--- src/common/ara_settings.svh ---
// Build-time sizing of the vector unit, included by every package and module that needs it
`ifndef ARA_SETTINGS_SVH
`define ARA_SETTINGS_SVH

// Lane array geometry
`define ARA_NR_LANES       4
`define ARA_ELEN           32
`define ARA_NR_VREGS       8
`define ARA_ELEMS_PER_LANE 4

// Longest vector the register file can hold
`define ARA_VLMAX (`ARA_NR_LANES * `ARA_ELEMS_PER_LANE)

// Elaboration checks expanded once inside the dispatcher
`define ARA_CHECK_SETTINGS \
  if (`ARA_NR_LANES != 2 ** $clog2(`ARA_NR_LANES)) \
    $error("The lane count must be a power of two"); \
  if (`ARA_ELEMS_PER_LANE != 2 ** $clog2(`ARA_ELEMS_PER_LANE)) \
    $error("The elements per lane must be a power of two"); \
  if (`ARA_VLMAX > 31) \
    $error("The largest vector length must fit the 5-bit length field");

`endif

--- src/common/ara_isa_pkg.sv ---
// Instruction-level types seen by the core on the request and response ports
`default_nettype none

`include "ara_settings.svh"

package ara_isa_pkg;

  ////////////////////////////////////////////////////////////////////////////
  // Operand and field types
  ////////////////////////////////////////////////////////////////////////////

  // Vector element type that also carries scalars and results
  typedef logic [`ARA_ELEN-1:0] elen_t;

  // Vector register index
  typedef logic [$clog2(`ARA_NR_VREGS)-1:0] vreg_idx_t;

  // Vector length from 0 up to VLMAX inclusive
  typedef logic [$clog2(`ARA_VLMAX + 1)-1:0] vlen_t;

  ////////////////////////////////////////////////////////////////////////////
  // Opcodes
  ////////////////////////////////////////////////////////////////////////////

  typedef enum logic [2:0] {
    // Element-wise vd = vs2 op vs1
    VADD    = 3'd0,
    VAND    = 3'd1,
    VXOR    = 3'd2,
    // Scalar into every active element
    VMV_V_X = 3'd3,
    // Element 0 back to the core
    VMV_X_S = 3'd4,
    // Mask reductions on bit 0 of each element
    VCPOP   = 3'd5,
    VFIRST  = 3'd6
  } vop_e;

endpackage : ara_isa_pkg

`default_nettype wire

--- src/common/ara_pipe_pkg.sv ---
// Internal command types broadcast by the dispatcher to the lanes and the mask unit
`default_nettype none

`include "ara_settings.svh"

package ara_pipe_pkg;

  // Per-lane operation for one issued instruction
  typedef enum logic [2:0] {
    LANE_ADD   = 3'd0,
    LANE_AND   = 3'd1,
    LANE_XOR   = 3'd2,
    LANE_BCAST = 3'd3,
    // Nothing written while lane 0 exposes slot 0 of vs2
    LANE_READ0 = 3'd4,
    // Stream bit 0 of vs2 to the mask unit
    LANE_MASK  = 3'd5
  } lane_op_e;

  // Reduction done by the mask unit
  typedef enum logic {
    MASK_CPOP  = 1'b0,
    MASK_FIRST = 1'b1
  } mask_op_e;

  // Element slot inside one lane
  typedef logic [$clog2(`ARA_ELEMS_PER_LANE)-1:0] beat_t;

endpackage : ara_pipe_pkg

`default_nettype wire

--- src/logic/ara_dispatcher.sv ---
// Front end of the accelerator: takes one instruction, issues it and answers the core
`default_nettype none

`include "ara_settings.svh"

module ara_dispatcher import ara_isa_pkg::*; import ara_pipe_pkg::*; (
  input  logic                     clk_i,
  input  logic                     reset_i,
  // Core request
  input  logic                     acc_req_valid_i,
  output logic                     acc_req_ready_o,
  input  vop_e                     acc_req_op_i,
  input  vreg_idx_t                acc_req_vd_i,
  input  vreg_idx_t                acc_req_vs1_i,
  input  vreg_idx_t                acc_req_vs2_i,
  input  elen_t                    acc_req_scalar_i,
  input  vlen_t                    acc_req_vl_i,
  // Core response
  output logic                     acc_resp_valid_o,
  input  logic                     acc_resp_ready_i,
  output elen_t                    acc_resp_result_o,
  output logic                     acc_resp_error_o,
  // Issue broadcast
  output logic                     issue_valid_o,
  output lane_op_e                 lane_op_o,
  output mask_op_e                 mask_op_o,
  output vreg_idx_t                vd_o,
  output vreg_idx_t                vs1_o,
  output vreg_idx_t                vs2_o,
  output elen_t                    scalar_o,
  output vlen_t                    vl_o,
  // Completions
  input  logic [`ARA_NR_LANES-1:0] lane_done_i,
  input  elen_t                    elem0_i,
  input  elen_t                    mask_result_i,
  input  logic                     mask_result_valid_i
);

  `ARA_CHECK_SETTINGS

  typedef enum logic [1:0] {ST_IDLE, ST_ISSUE, ST_WAIT, ST_RESP} state_e;

  state_e                   state_q, state_d;
  logic [`ARA_NR_LANES-1:0] done_q;
  logic                     mask_done_q;
  logic                     vl_ok;
  logic                     all_done;
  lane_op_e                 lane_op_d, lane_op_q;
  mask_op_e                 mask_op_d, mask_op_q;
  vreg_idx_t                vd_q, vs1_q, vs2_q;
  elen_t                    scalar_q, result_q;
  vlen_t                    vl_q;
  logic                     error_q;

  ////////////////////////////////////////////////////////////////////////////
  // Decode
  ////////////////////////////////////////////////////////////////////////////

  assign vl_ok = (acc_req_vl_i != '0) && (acc_req_vl_i <= vlen_t'(`ARA_VLMAX));

  always_comb begin
    mask_op_d = (acc_req_op_i == VFIRST) ? MASK_FIRST : MASK_CPOP;
    case (acc_req_op_i)
      VADD:    lane_op_d = LANE_ADD;
      VAND:    lane_op_d = LANE_AND;
      VXOR:    lane_op_d = LANE_XOR;
      VMV_V_X: lane_op_d = LANE_BCAST;
      VMV_X_S: lane_op_d = LANE_READ0;
      default: lane_op_d = LANE_MASK;
    endcase
  end

  ////////////////////////////////////////////////////////////////////////////
  // Controller
  ////////////////////////////////////////////////////////////////////////////

  // Sticky flags plus whatever completes this cycle
  assign all_done = (&(done_q | lane_done_i)) &&
                    ((lane_op_q != LANE_MASK) || mask_done_q || mask_result_valid_i);

  always_comb begin
    state_d = state_q;
    case (state_q)
      ST_IDLE:  if (acc_req_valid_i) state_d = vl_ok ? ST_ISSUE : ST_RESP;
      ST_ISSUE: state_d = ST_WAIT;
      ST_WAIT:  if (all_done) state_d = ST_RESP;
      default:  if (acc_resp_ready_i) state_d = ST_IDLE;
    endcase
  end

  always_ff @(posedge clk_i) begin
    if (reset_i) begin
      state_q     <= ST_IDLE;
      done_q      <= '0;
      mask_done_q <= 1'b0;
    end else begin
      state_q <= state_d;
      if (state_q == ST_ISSUE) begin
        done_q      <= '0;
        mask_done_q <= 1'b0;
      end else if (state_q == ST_WAIT) begin
        done_q <= done_q | lane_done_i;
        if (mask_result_valid_i) mask_done_q <= 1'b1;
      end
    end
  end

  // Instruction fields and response payload
  always_ff @(posedge clk_i) begin
    if (state_q == ST_IDLE && acc_req_valid_i) begin
      lane_op_q <= lane_op_d;
      mask_op_q <= mask_op_d;
      vd_q      <= acc_req_vd_i;
      vs1_q     <= acc_req_vs1_i;
      vs2_q     <= acc_req_vs2_i;
      scalar_q  <= acc_req_scalar_i;
      vl_q      <= acc_req_vl_i;
      result_q  <= '0;
      error_q   <= ~vl_ok;
    end else if (state_q == ST_WAIT) begin
      // Lane 0 presents element 0 together with its done pulse
      if (lane_op_q == LANE_READ0 && lane_done_i[0]) result_q <= elem0_i;
      if (mask_result_valid_i) result_q <= mask_result_i;
    end
  end

  assign acc_req_ready_o   = (state_q == ST_IDLE);
  assign acc_resp_valid_o  = (state_q == ST_RESP);
  assign acc_resp_result_o = result_q;
  assign acc_resp_error_o  = error_q;

  assign issue_valid_o = (state_q == ST_ISSUE);
  assign lane_op_o     = lane_op_q;
  assign mask_op_o     = mask_op_q;
  assign vd_o          = vd_q;
  assign vs1_o         = vs1_q;
  assign vs2_o         = vs2_q;
  assign scalar_o      = scalar_q;
  assign vl_o          = vl_q;

endmodule : ara_dispatcher

`default_nettype wire

--- src/lane/lane.sv ---
// One vector lane with its register slice, element ALU and mask-bit stream
`default_nettype none

`include "ara_settings.svh"

module lane import ara_isa_pkg::*; import ara_pipe_pkg::*; #(
  parameter int unsigned lane_idx = 0
) (
  input  logic      clk_i,
  input  logic      reset_i,
  // Issue broadcast
  input  logic      issue_valid_i,
  input  lane_op_e  lane_op_i,
  input  vreg_idx_t vd_i,
  input  vreg_idx_t vs1_i,
  input  vreg_idx_t vs2_i,
  input  elen_t     scalar_i,
  input  vlen_t     vl_i,
  // Completion
  output logic      done_o,
  output elen_t     elem0_o,
  // Mask stream
  output logic      mask_bit_o,
  output logic      mask_valid_o,
  output logic      mask_last_o
);

  localparam int unsigned cnt_width = $clog2(`ARA_ELEMS_PER_LANE + 1);

  // Slot s holds element s * lanes + lane_idx
  elen_t                vrf_q [`ARA_NR_VREGS][`ARA_ELEMS_PER_LANE];

  logic                 busy_q, empty_q;
  beat_t                beat_q, last_beat_q;
  lane_op_e             op_q;
  vreg_idx_t            vd_q, vs1_q, vs2_q;
  elen_t                scalar_q;
  logic [cnt_width-1:0] active_cnt;
  elen_t                op_a, op_b, alu_res;
  logic                 last_beat, writes;

  // Number of elements below vl that live in this lane
  always_comb begin
    active_cnt = '0;
    if (vl_i > lane_idx)
      active_cnt = cnt_width'((vl_i - lane_idx - 1) / `ARA_NR_LANES + 1);
  end

  ////////////////////////////////////////////////////////////////////////////
  // Beat sequencing
  ////////////////////////////////////////////////////////////////////////////

  always_ff @(posedge clk_i) begin
    if (reset_i) begin
      busy_q  <= 1'b0;
      empty_q <= 1'b0;
      beat_q  <= '0;
    end else if (issue_valid_i) begin
      busy_q  <= (active_cnt != '0);
      empty_q <= (active_cnt == '0);
      beat_q  <= '0;
    end else begin
      empty_q <= 1'b0;
      if (busy_q) begin
        if (last_beat) busy_q <= 1'b0;
        beat_q <= beat_t'(beat_q + 1'b1);
      end
    end
  end

  always_ff @(posedge clk_i) begin
    if (issue_valid_i) begin
      op_q        <= lane_op_i;
      vd_q        <= vd_i;
      vs1_q       <= vs1_i;
      vs2_q       <= vs2_i;
      scalar_q    <= scalar_i;
      last_beat_q <= beat_t'(active_cnt - 1'b1);
    end
  end

  assign last_beat = busy_q && (beat_q == last_beat_q);

  ////////////////////////////////////////////////////////////////////////////
  // Element ALU and register slice
  ////////////////////////////////////////////////////////////////////////////

  assign op_a = vrf_q[vs1_q][beat_q];
  assign op_b = vrf_q[vs2_q][beat_q];

  always_comb begin
    writes = 1'b1;
    case (op_q)
      LANE_ADD:   alu_res = op_b + op_a;
      LANE_AND:   alu_res = op_b & op_a;
      LANE_XOR:   alu_res = op_b ^ op_a;
      LANE_BCAST: alu_res = scalar_q;
      default: begin
        alu_res = '0;
        writes  = 1'b0;
      end
    endcase
  end

  // Slots past vl are never visited, so the tail keeps its value
  always_ff @(posedge clk_i) begin
    if (busy_q && writes) vrf_q[vd_q][beat_q] <= alu_res;
  end

  assign done_o  = empty_q || last_beat;
  assign elem0_o = vrf_q[vs2_q][0];

  // Lane 0 holds the most elements, so its last beat ends the stream
  assign mask_valid_o = busy_q && (op_q == LANE_MASK);
  assign mask_bit_o   = op_b[0];
  assign mask_last_o  = (lane_idx == 0) && mask_valid_o && last_beat;

endmodule : lane

`default_nettype wire

--- src/masku/masku.sv ---
// Mask unit reducing the bit streams of all lanes to a population count or first index
`default_nettype none

`include "ara_settings.svh"

module masku import ara_isa_pkg::*; import ara_pipe_pkg::*; (
  input  logic                     clk_i,
  input  logic                     reset_i,
  input  logic                     issue_valid_i,
  input  mask_op_e                 mask_op_i,
  // From the lanes
  input  logic [`ARA_NR_LANES-1:0] mask_bits_i,
  input  logic [`ARA_NR_LANES-1:0] mask_valid_i,
  input  logic                     mask_last_i,
  // To the dispatcher
  output elen_t                    mask_result_o,
  output logic                     mask_result_valid_o
);

  mask_op_e op_q;
  beat_t    beat_q;
  elen_t    count_q, first_q;
  logic     found_q, last_q;
  elen_t    beat_count, beat_first;
  logic     beat_found;

  // Count the set bits of this beat and locate the lowest lane with one
  always_comb begin
    beat_count = '0;
    beat_first = '0;
    beat_found = 1'b0;
    for (int i = `ARA_NR_LANES - 1; i >= 0; i--) begin
      if (mask_valid_i[i] && mask_bits_i[i]) begin
        beat_count = beat_count + 1'b1;
        beat_first = elen_t'(beat_q) * `ARA_NR_LANES + elen_t'(i);
        beat_found = 1'b1;
      end
    end
  end

  always_ff @(posedge clk_i) begin
    if (reset_i) begin
      op_q    <= MASK_CPOP;
      beat_q  <= '0;
      count_q <= '0;
      found_q <= 1'b0;
      last_q  <= 1'b0;
    end else if (issue_valid_i) begin
      op_q    <= mask_op_i;
      beat_q  <= '0;
      count_q <= '0;
      found_q <= 1'b0;
      last_q  <= 1'b0;
    end else begin
      last_q <= mask_last_i;
      if (|mask_valid_i) begin
        beat_q  <= beat_t'(beat_q + 1'b1);
        count_q <= count_q + beat_count;
        if (beat_found) found_q <= 1'b1;
      end
    end
  end

  // Earlier beats carry lower indices so only the first hit is kept
  always_ff @(posedge clk_i) begin
    if (!issue_valid_i && !found_q && beat_found) first_q <= beat_first;
  end

  assign mask_result_valid_o = last_q;
  assign mask_result_o       = (op_q == MASK_CPOP) ? count_q :
                               found_q             ? first_q : '1;

endmodule : masku

`default_nettype wire

--- src/logic/ara_top.sv ---
// Accelerator top level tying the dispatcher to the lane array and the mask unit
`default_nettype none

`include "ara_settings.svh"

module ara_top import ara_isa_pkg::*; import ara_pipe_pkg::*; (
  input  logic      clk_i,
  input  logic      reset_i,
  // Core request
  input  logic      acc_req_valid_i,
  output logic      acc_req_ready_o,
  input  vop_e      acc_req_op_i,
  input  vreg_idx_t acc_req_vd_i,
  input  vreg_idx_t acc_req_vs1_i,
  input  vreg_idx_t acc_req_vs2_i,
  input  elen_t     acc_req_scalar_i,
  input  vlen_t     acc_req_vl_i,
  // Core response
  output logic      acc_resp_valid_o,
  input  logic      acc_resp_ready_i,
  output elen_t     acc_resp_result_o,
  output logic      acc_resp_error_o
);

  ////////////////////////////////////////////////////////////////////////////
  // Issue broadcast and completions
  ////////////////////////////////////////////////////////////////////////////

  logic                     issue_valid;
  lane_op_e                 lane_op;
  mask_op_e                 mask_op;
  vreg_idx_t                vd, vs1, vs2;
  elen_t                    scalar;
  vlen_t                    vl;
  logic [`ARA_NR_LANES-1:0] lane_done;
  elen_t                    lane_elem0 [`ARA_NR_LANES];
  logic [`ARA_NR_LANES-1:0] mask_bits, mask_valid, mask_last;
  elen_t                    mask_result;
  logic                     mask_result_valid;

  ara_dispatcher dispatcher_inst (
    .clk_i               (clk_i),
    .reset_i             (reset_i),
    .acc_req_valid_i     (acc_req_valid_i),
    .acc_req_ready_o     (acc_req_ready_o),
    .acc_req_op_i        (acc_req_op_i),
    .acc_req_vd_i        (acc_req_vd_i),
    .acc_req_vs1_i       (acc_req_vs1_i),
    .acc_req_vs2_i       (acc_req_vs2_i),
    .acc_req_scalar_i    (acc_req_scalar_i),
    .acc_req_vl_i        (acc_req_vl_i),
    .acc_resp_valid_o    (acc_resp_valid_o),
    .acc_resp_ready_i    (acc_resp_ready_i),
    .acc_resp_result_o   (acc_resp_result_o),
    .acc_resp_error_o    (acc_resp_error_o),
    .issue_valid_o       (issue_valid),
    .lane_op_o           (lane_op),
    .mask_op_o           (mask_op),
    .vd_o                (vd),
    .vs1_o               (vs1),
    .vs2_o               (vs2),
    .scalar_o            (scalar),
    .vl_o                (vl),
    .lane_done_i         (lane_done),
    .elem0_i             (lane_elem0[0]),
    .mask_result_i       (mask_result),
    .mask_result_valid_i (mask_result_valid)
  );

  for (genvar i = 0; i < `ARA_NR_LANES; i++) begin : gen_lanes
    lane #(
      .lane_idx (i)
    ) lane_inst (
      .clk_i         (clk_i),
      .reset_i       (reset_i),
      .issue_valid_i (issue_valid),
      .lane_op_i     (lane_op),
      .vd_i          (vd),
      .vs1_i         (vs1),
      .vs2_i         (vs2),
      .scalar_i      (scalar),
      .vl_i          (vl),
      .done_o        (lane_done[i]),
      .elem0_o       (lane_elem0[i]),
      .mask_bit_o    (mask_bits[i]),
      .mask_valid_o  (mask_valid[i]),
      .mask_last_o   (mask_last[i])
    );
  end : gen_lanes

  // Only lane 0 ever raises its last flag
  masku masku_inst (
    .clk_i               (clk_i),
    .reset_i             (reset_i),
    .issue_valid_i       (issue_valid),
    .mask_op_i           (mask_op),
    .mask_bits_i         (mask_bits),
    .mask_valid_i        (mask_valid),
    .mask_last_i         (|mask_last),
    .mask_result_o       (mask_result),
    .mask_result_valid_o (mask_result_valid)
  );

endmodule : ara_top

`default_nettype wire

--- config.mk ---
export PLATFORM = sky130hd
export DESIGN_NAME = ara_top
export DESIGN_NICKNAME = d
export VERILOG_FILES = /design/src/common/ara_isa_pkg.sv /design/src/common/ara_pipe_pkg.sv /design/src/logic/ara_dispatcher.sv /design/src/lane/lane.sv /design/src/masku/masku.sv /design/src/logic/ara_top.sv
export VERILOG_INCLUDE_DIRS = /design/src /design/src/common
export SDC_FILE = /design/constraint.sdc
export NUM_CORES = 2
export LEC_CHECK = 0
export BUFFER_PORTS_ARGS = -buffer_cell sky130_fd_sc_hd__buf_2
export CORE_MARGIN = 3
export CORE_UTILIZATION = 63
export DETAILED_ROUTE_END_ITERATION = 7
export GPL_ROUTABILITY_DRIVEN = 0
export HOLD_SLACK_MARGIN = 0.03
export PLACE_DENSITY = 0.83
export SLEW_MARGIN = 10
export SYNTH_ARGS = -nofsm -noshare
export SYNTH_HDL_FRONTEND = slang
export SYNTH_SLANG_ARGS = --single-unit
--- constraint.sdc ---
create_clock -name clk_i -period 7.3 [get_ports clk_i]
set_input_delay 2.19 -clock clk_i [delete_from_list [all_inputs] [get_ports clk_i]]
set_output_delay 2.19 -clock clk_i [all_outputs]
set_load 0.02 [all_outputs]
==> summary.md <==
| Metric | Value |
|---|---|
| H-tree levels | `4` |
| R2R depth | `15` |
| Max Clk Rate | `165 MHz` |
| Mean post-synth cell area | `17.4 µm²` |
| FF-to-FF setup slack | `1.24 ns` |
| WS Path Type | `flip-flop to flip-flop` |
| Final worst-path cycle share | `83.0%` |
| Vias per Instance | `7.44` |
| Top Ports | `88` |
| Port buffer count | `87` |
| Total CTS buffers | `135` |
| Fin nets | `3839` |
| Skew final | `0.0290 ns` |
| Worst-case clock buffer depth | `3` |
| Util after Layout | `70.9%` |
| Mapped Cells | `3629` |
| Global-route wire length before repair | `257000 µm` |
| Via Count | `37900` |
| Worst slew margin relative to its limit | `23.8%` |
| Mapped cell area | `63200 µm²` |
| Largest area contributor in the netlist | `edfxtp_1` |
| Run status | `completed` |
| Cell with the most instances after synthesis | `edfxtp_1` |
| Post-synth ARST share | `0%` |
| Post-Syn Nets | `3763` |
| LEAKAGE | `22.8 nW` |
| Synthesis-to-layout area growth | `11.1%` |
| Startpoint Class | `flip-flop` |
| PostCTS Resize Cnt | `0` |
| DP Area | `65700 µm²` |
| Worst Hold Class | `flip-flop to flip-flop` |
| Initial antenna violation count | `3` |
| Vias in the first global route | `38400` |
| Hold Crit Start | `dispatcher_inst.scalar_o[19]$_DFFE_PP_` |
| Worst skew pair latency | `0.77 ns` |
| Ranking of synthesized cells by area | `edfxtp_1 58%, mux4_2 23%, dfxtp_1 3.1%` |
| Routed length per placed instance | `34.3 µm` |
| Final setup TNS | `0 ns` |
| Worst Setup EP | `gen_lanes[0].lane_inst.vrf_q[7][59]$_DFFE_PP_` |
| Yosys reg bits | `1325` |
| Crit path max fanout | `32` |
| Post-CTS Setup Inserts | `0` |
| # rows | `115` |
| Clk sinks | `1325` |
| Die area | `104000 µm²` |
| Pre-antenna DRT Iters | `5` |
| Commonest cells post-synth | `1227 x edfxtp_1, 653 x mux4_2, 313 x nor2_1, 261 x nand2_1, 188 x clkbuf_1` |
| Core Footprint | `99000 µm²` |
| Clk Tree Root Cell | `clkbuf_16` |
| Die width | `323 µm` |
| Yosys warns | `0` |
| DRC | `0` |
| Total wire length | `175000 µm` |
| CP Capture Type | `flip-flop` |
| CTS tree | `done` |
| Number of DRC markers in iteration 0 | `5460` |
| Worst VDD drop | `302 µV` |
| Yosys top cell area share | `58.3%` |
| Final min period | `6.06 ns` |
| Largest net degree at the start of global routing | `101` |
| Register area share after synthesis | `61.4%` |
| PD cells | `465 nW/µm²` |
| Max Slew Vio Count | `0` |
| Endpoints failing hold | `0` |
| Share of layout cells above drive strength 1 | `30.9%` |
| Worst EP required | `7.72 ns` |
| Post-route ant nets | `0` |
| Post-DP HPWL | `96300 µm` |
| GRT overflow | `0` |
| Library cells used by synthesis | `69` |
| Chip Height | `323 µm` |
| Worst slew pin tran | `1.14 ns` |
| Final instance area | `70200 µm²` |
| Setup Viol. Count Final | `0` |
| Max-cap violation count | `0` |
| RSZ-0062 raised after global routing | `false` |
| Hold Worst Slack | `0.417 ns` |
| EDFF count, synth | `1227` |
| Worst Path Arrival | `6.48 ns` |
| CTS Hold Bufs | `0` |
| Synth Flop Type | `edfxtp_1` |
| Initial Util | `63.8%` |
| Clk slew on worst S/H paths | `0.06 ns` |
| GRT Overall Usage | `34.5%` |
| FF-to-FF End | `gen_lanes[0].lane_inst.vrf_q[7][59]$_DFFE_PP_` |
## placed cells by master (no fill, tap or decap), types with 16 or more instances in the layout
cell and instances:
a211oi_2 22, a21oi_1 93, a311oi_1 29, buf_12 16, buf_2 87, buf_4 99, clkbuf_1 33, clkbuf_16 139
clkinv_1 22, dfxtp_1 89, edfxtp_1 1227, ha_1 78, inv_1 41, mux2_2 50, mux2i_1 74, mux4_2 653
nand2_1 261, nand2b_1 39, nand3_1 17, nor2_1 281, nor2_4 32, nor3_1 16, o21ai_0 94, xnor2_1 43
xor2_1 40
## power breakdown
| part | internal [W] | switching, W | leakage [nW] |
|---|---|---|---|
| clock network | 0.00402 | 0.00296 | 2.16 |
| logic | 0.00594 | 0.00850 | 8.64 |
| registers | 0.0106 | 0.000572 | 12.0 |
## registers in the layout, indices dropped and copies added, names as in the netlist, 5 cells and up, named ones only
signal	flops
gen_lanes.lane_inst.vrf_q	1120
dispatcher_inst.scalar_o	32
dispatcher_inst.acc_resp_result_o	32
masku_inst.count_q	32
gen_lanes.lane_inst.scalar_q	32
gen_lanes.lane_inst.beat_q	8
dispatcher_inst.vl_o	5
gen_lanes.lane_inst.last_beat_q	8
## worst min path at each step
stage,end,slack [ns],cells after the start
finish,gen_lanes[1].lane_inst.scalar_q[19]$_DFFE_PP_,0.42,0
global route,gen_lanes[1].lane_inst.scalar_q[28]$_DFFE_PP_,0.42,0
CTS,gen_lanes[1].lane_inst.scalar_q[19]$_DFFE_PP_,0.42,0
detailed placement,gen_lanes[1].lane_inst.scalar_q[19]$_DFFE_PP_,0.40,0
global placement,gen_lanes[2].lane_inst.vd_q[0]$_DFFE_PP_,0.40,0
floorplan,gen_lanes[1].lane_inst.scalar_q[0]$_DFFE_PP_,0.40,0
## per-stage QoR
stage,instances,total power (W),setup WS (ns)
2_1_floorplan,3629,0.0211,0.846
3_5_place_dp,4855,0.0253,1.31
6_report,5101,0.0326,1.24
3_3_place_gp,4855,0.0250,1.39
5_1_grt,5100,0.0339,0.608
4_1_cts,5100,0.0324,1.25
## cells by family after synthesis
| group | count (synthesis) | share of synthesized area, % |
|---|---|---|
| and+or+nand+nor | 719 | 4.85 |
| adders and majority gates | 81 | 1.63 |
| xor gates and xnor gates | 83 | 1.15 |
| muxes | 791 | 25.9 |
| buffers and inverters | 307 | 1.89 |
| other | 1 | 0.00593 |
| AOI/OAI and AO/OA | 322 | 3.16 |
| DFF | 1325 | 61.4 |
## per-layer routing
| metal | track usage, % | up-vias | routed length (µm) |
|---|---|---|---|
| li1 | - | 14900 | - |
| met1 | 45.7 | 19300 | 57800 |
| met2 | 53.4 | 3080 | 82600 |
| met3 | 10.0 | 619 | 25000 |
| met4 | 17.0 | 0 | 9800 |
| met5 | 0 | - | 0 |
## critical path, cell delays in order (launching register included)
cell,delay [ns]
dfxtp_4,0.47
buf_4,0.57
buf_4,0.63
mux4_2,0.59
mux4_2,0.51
nand2_1,0.10
o21ai_0,0.12
ha_1,0.43
a21o_1,0.20
a31oi_1,0.17
nor2_1,0.06
a2111oi_0,0.51
o31ai_1,0.20
nand3b_1,0.15
xnor2_1,0.13
o21a_1,0.76
## layout make-up
class | instances | area, µm²
timing repair buffer | 202 | 1500
tap | 1287 | 1610
antenna | 1 | 2.50
fill | 5733 | 28800
inverter | 44 | 166
clock buffer | 178 | 3680
clock inverter | 67 | 781
sequential | 1325 | 38800
multi-input combinational | 1997 | 23600
(Power assumes the default switching activity.)
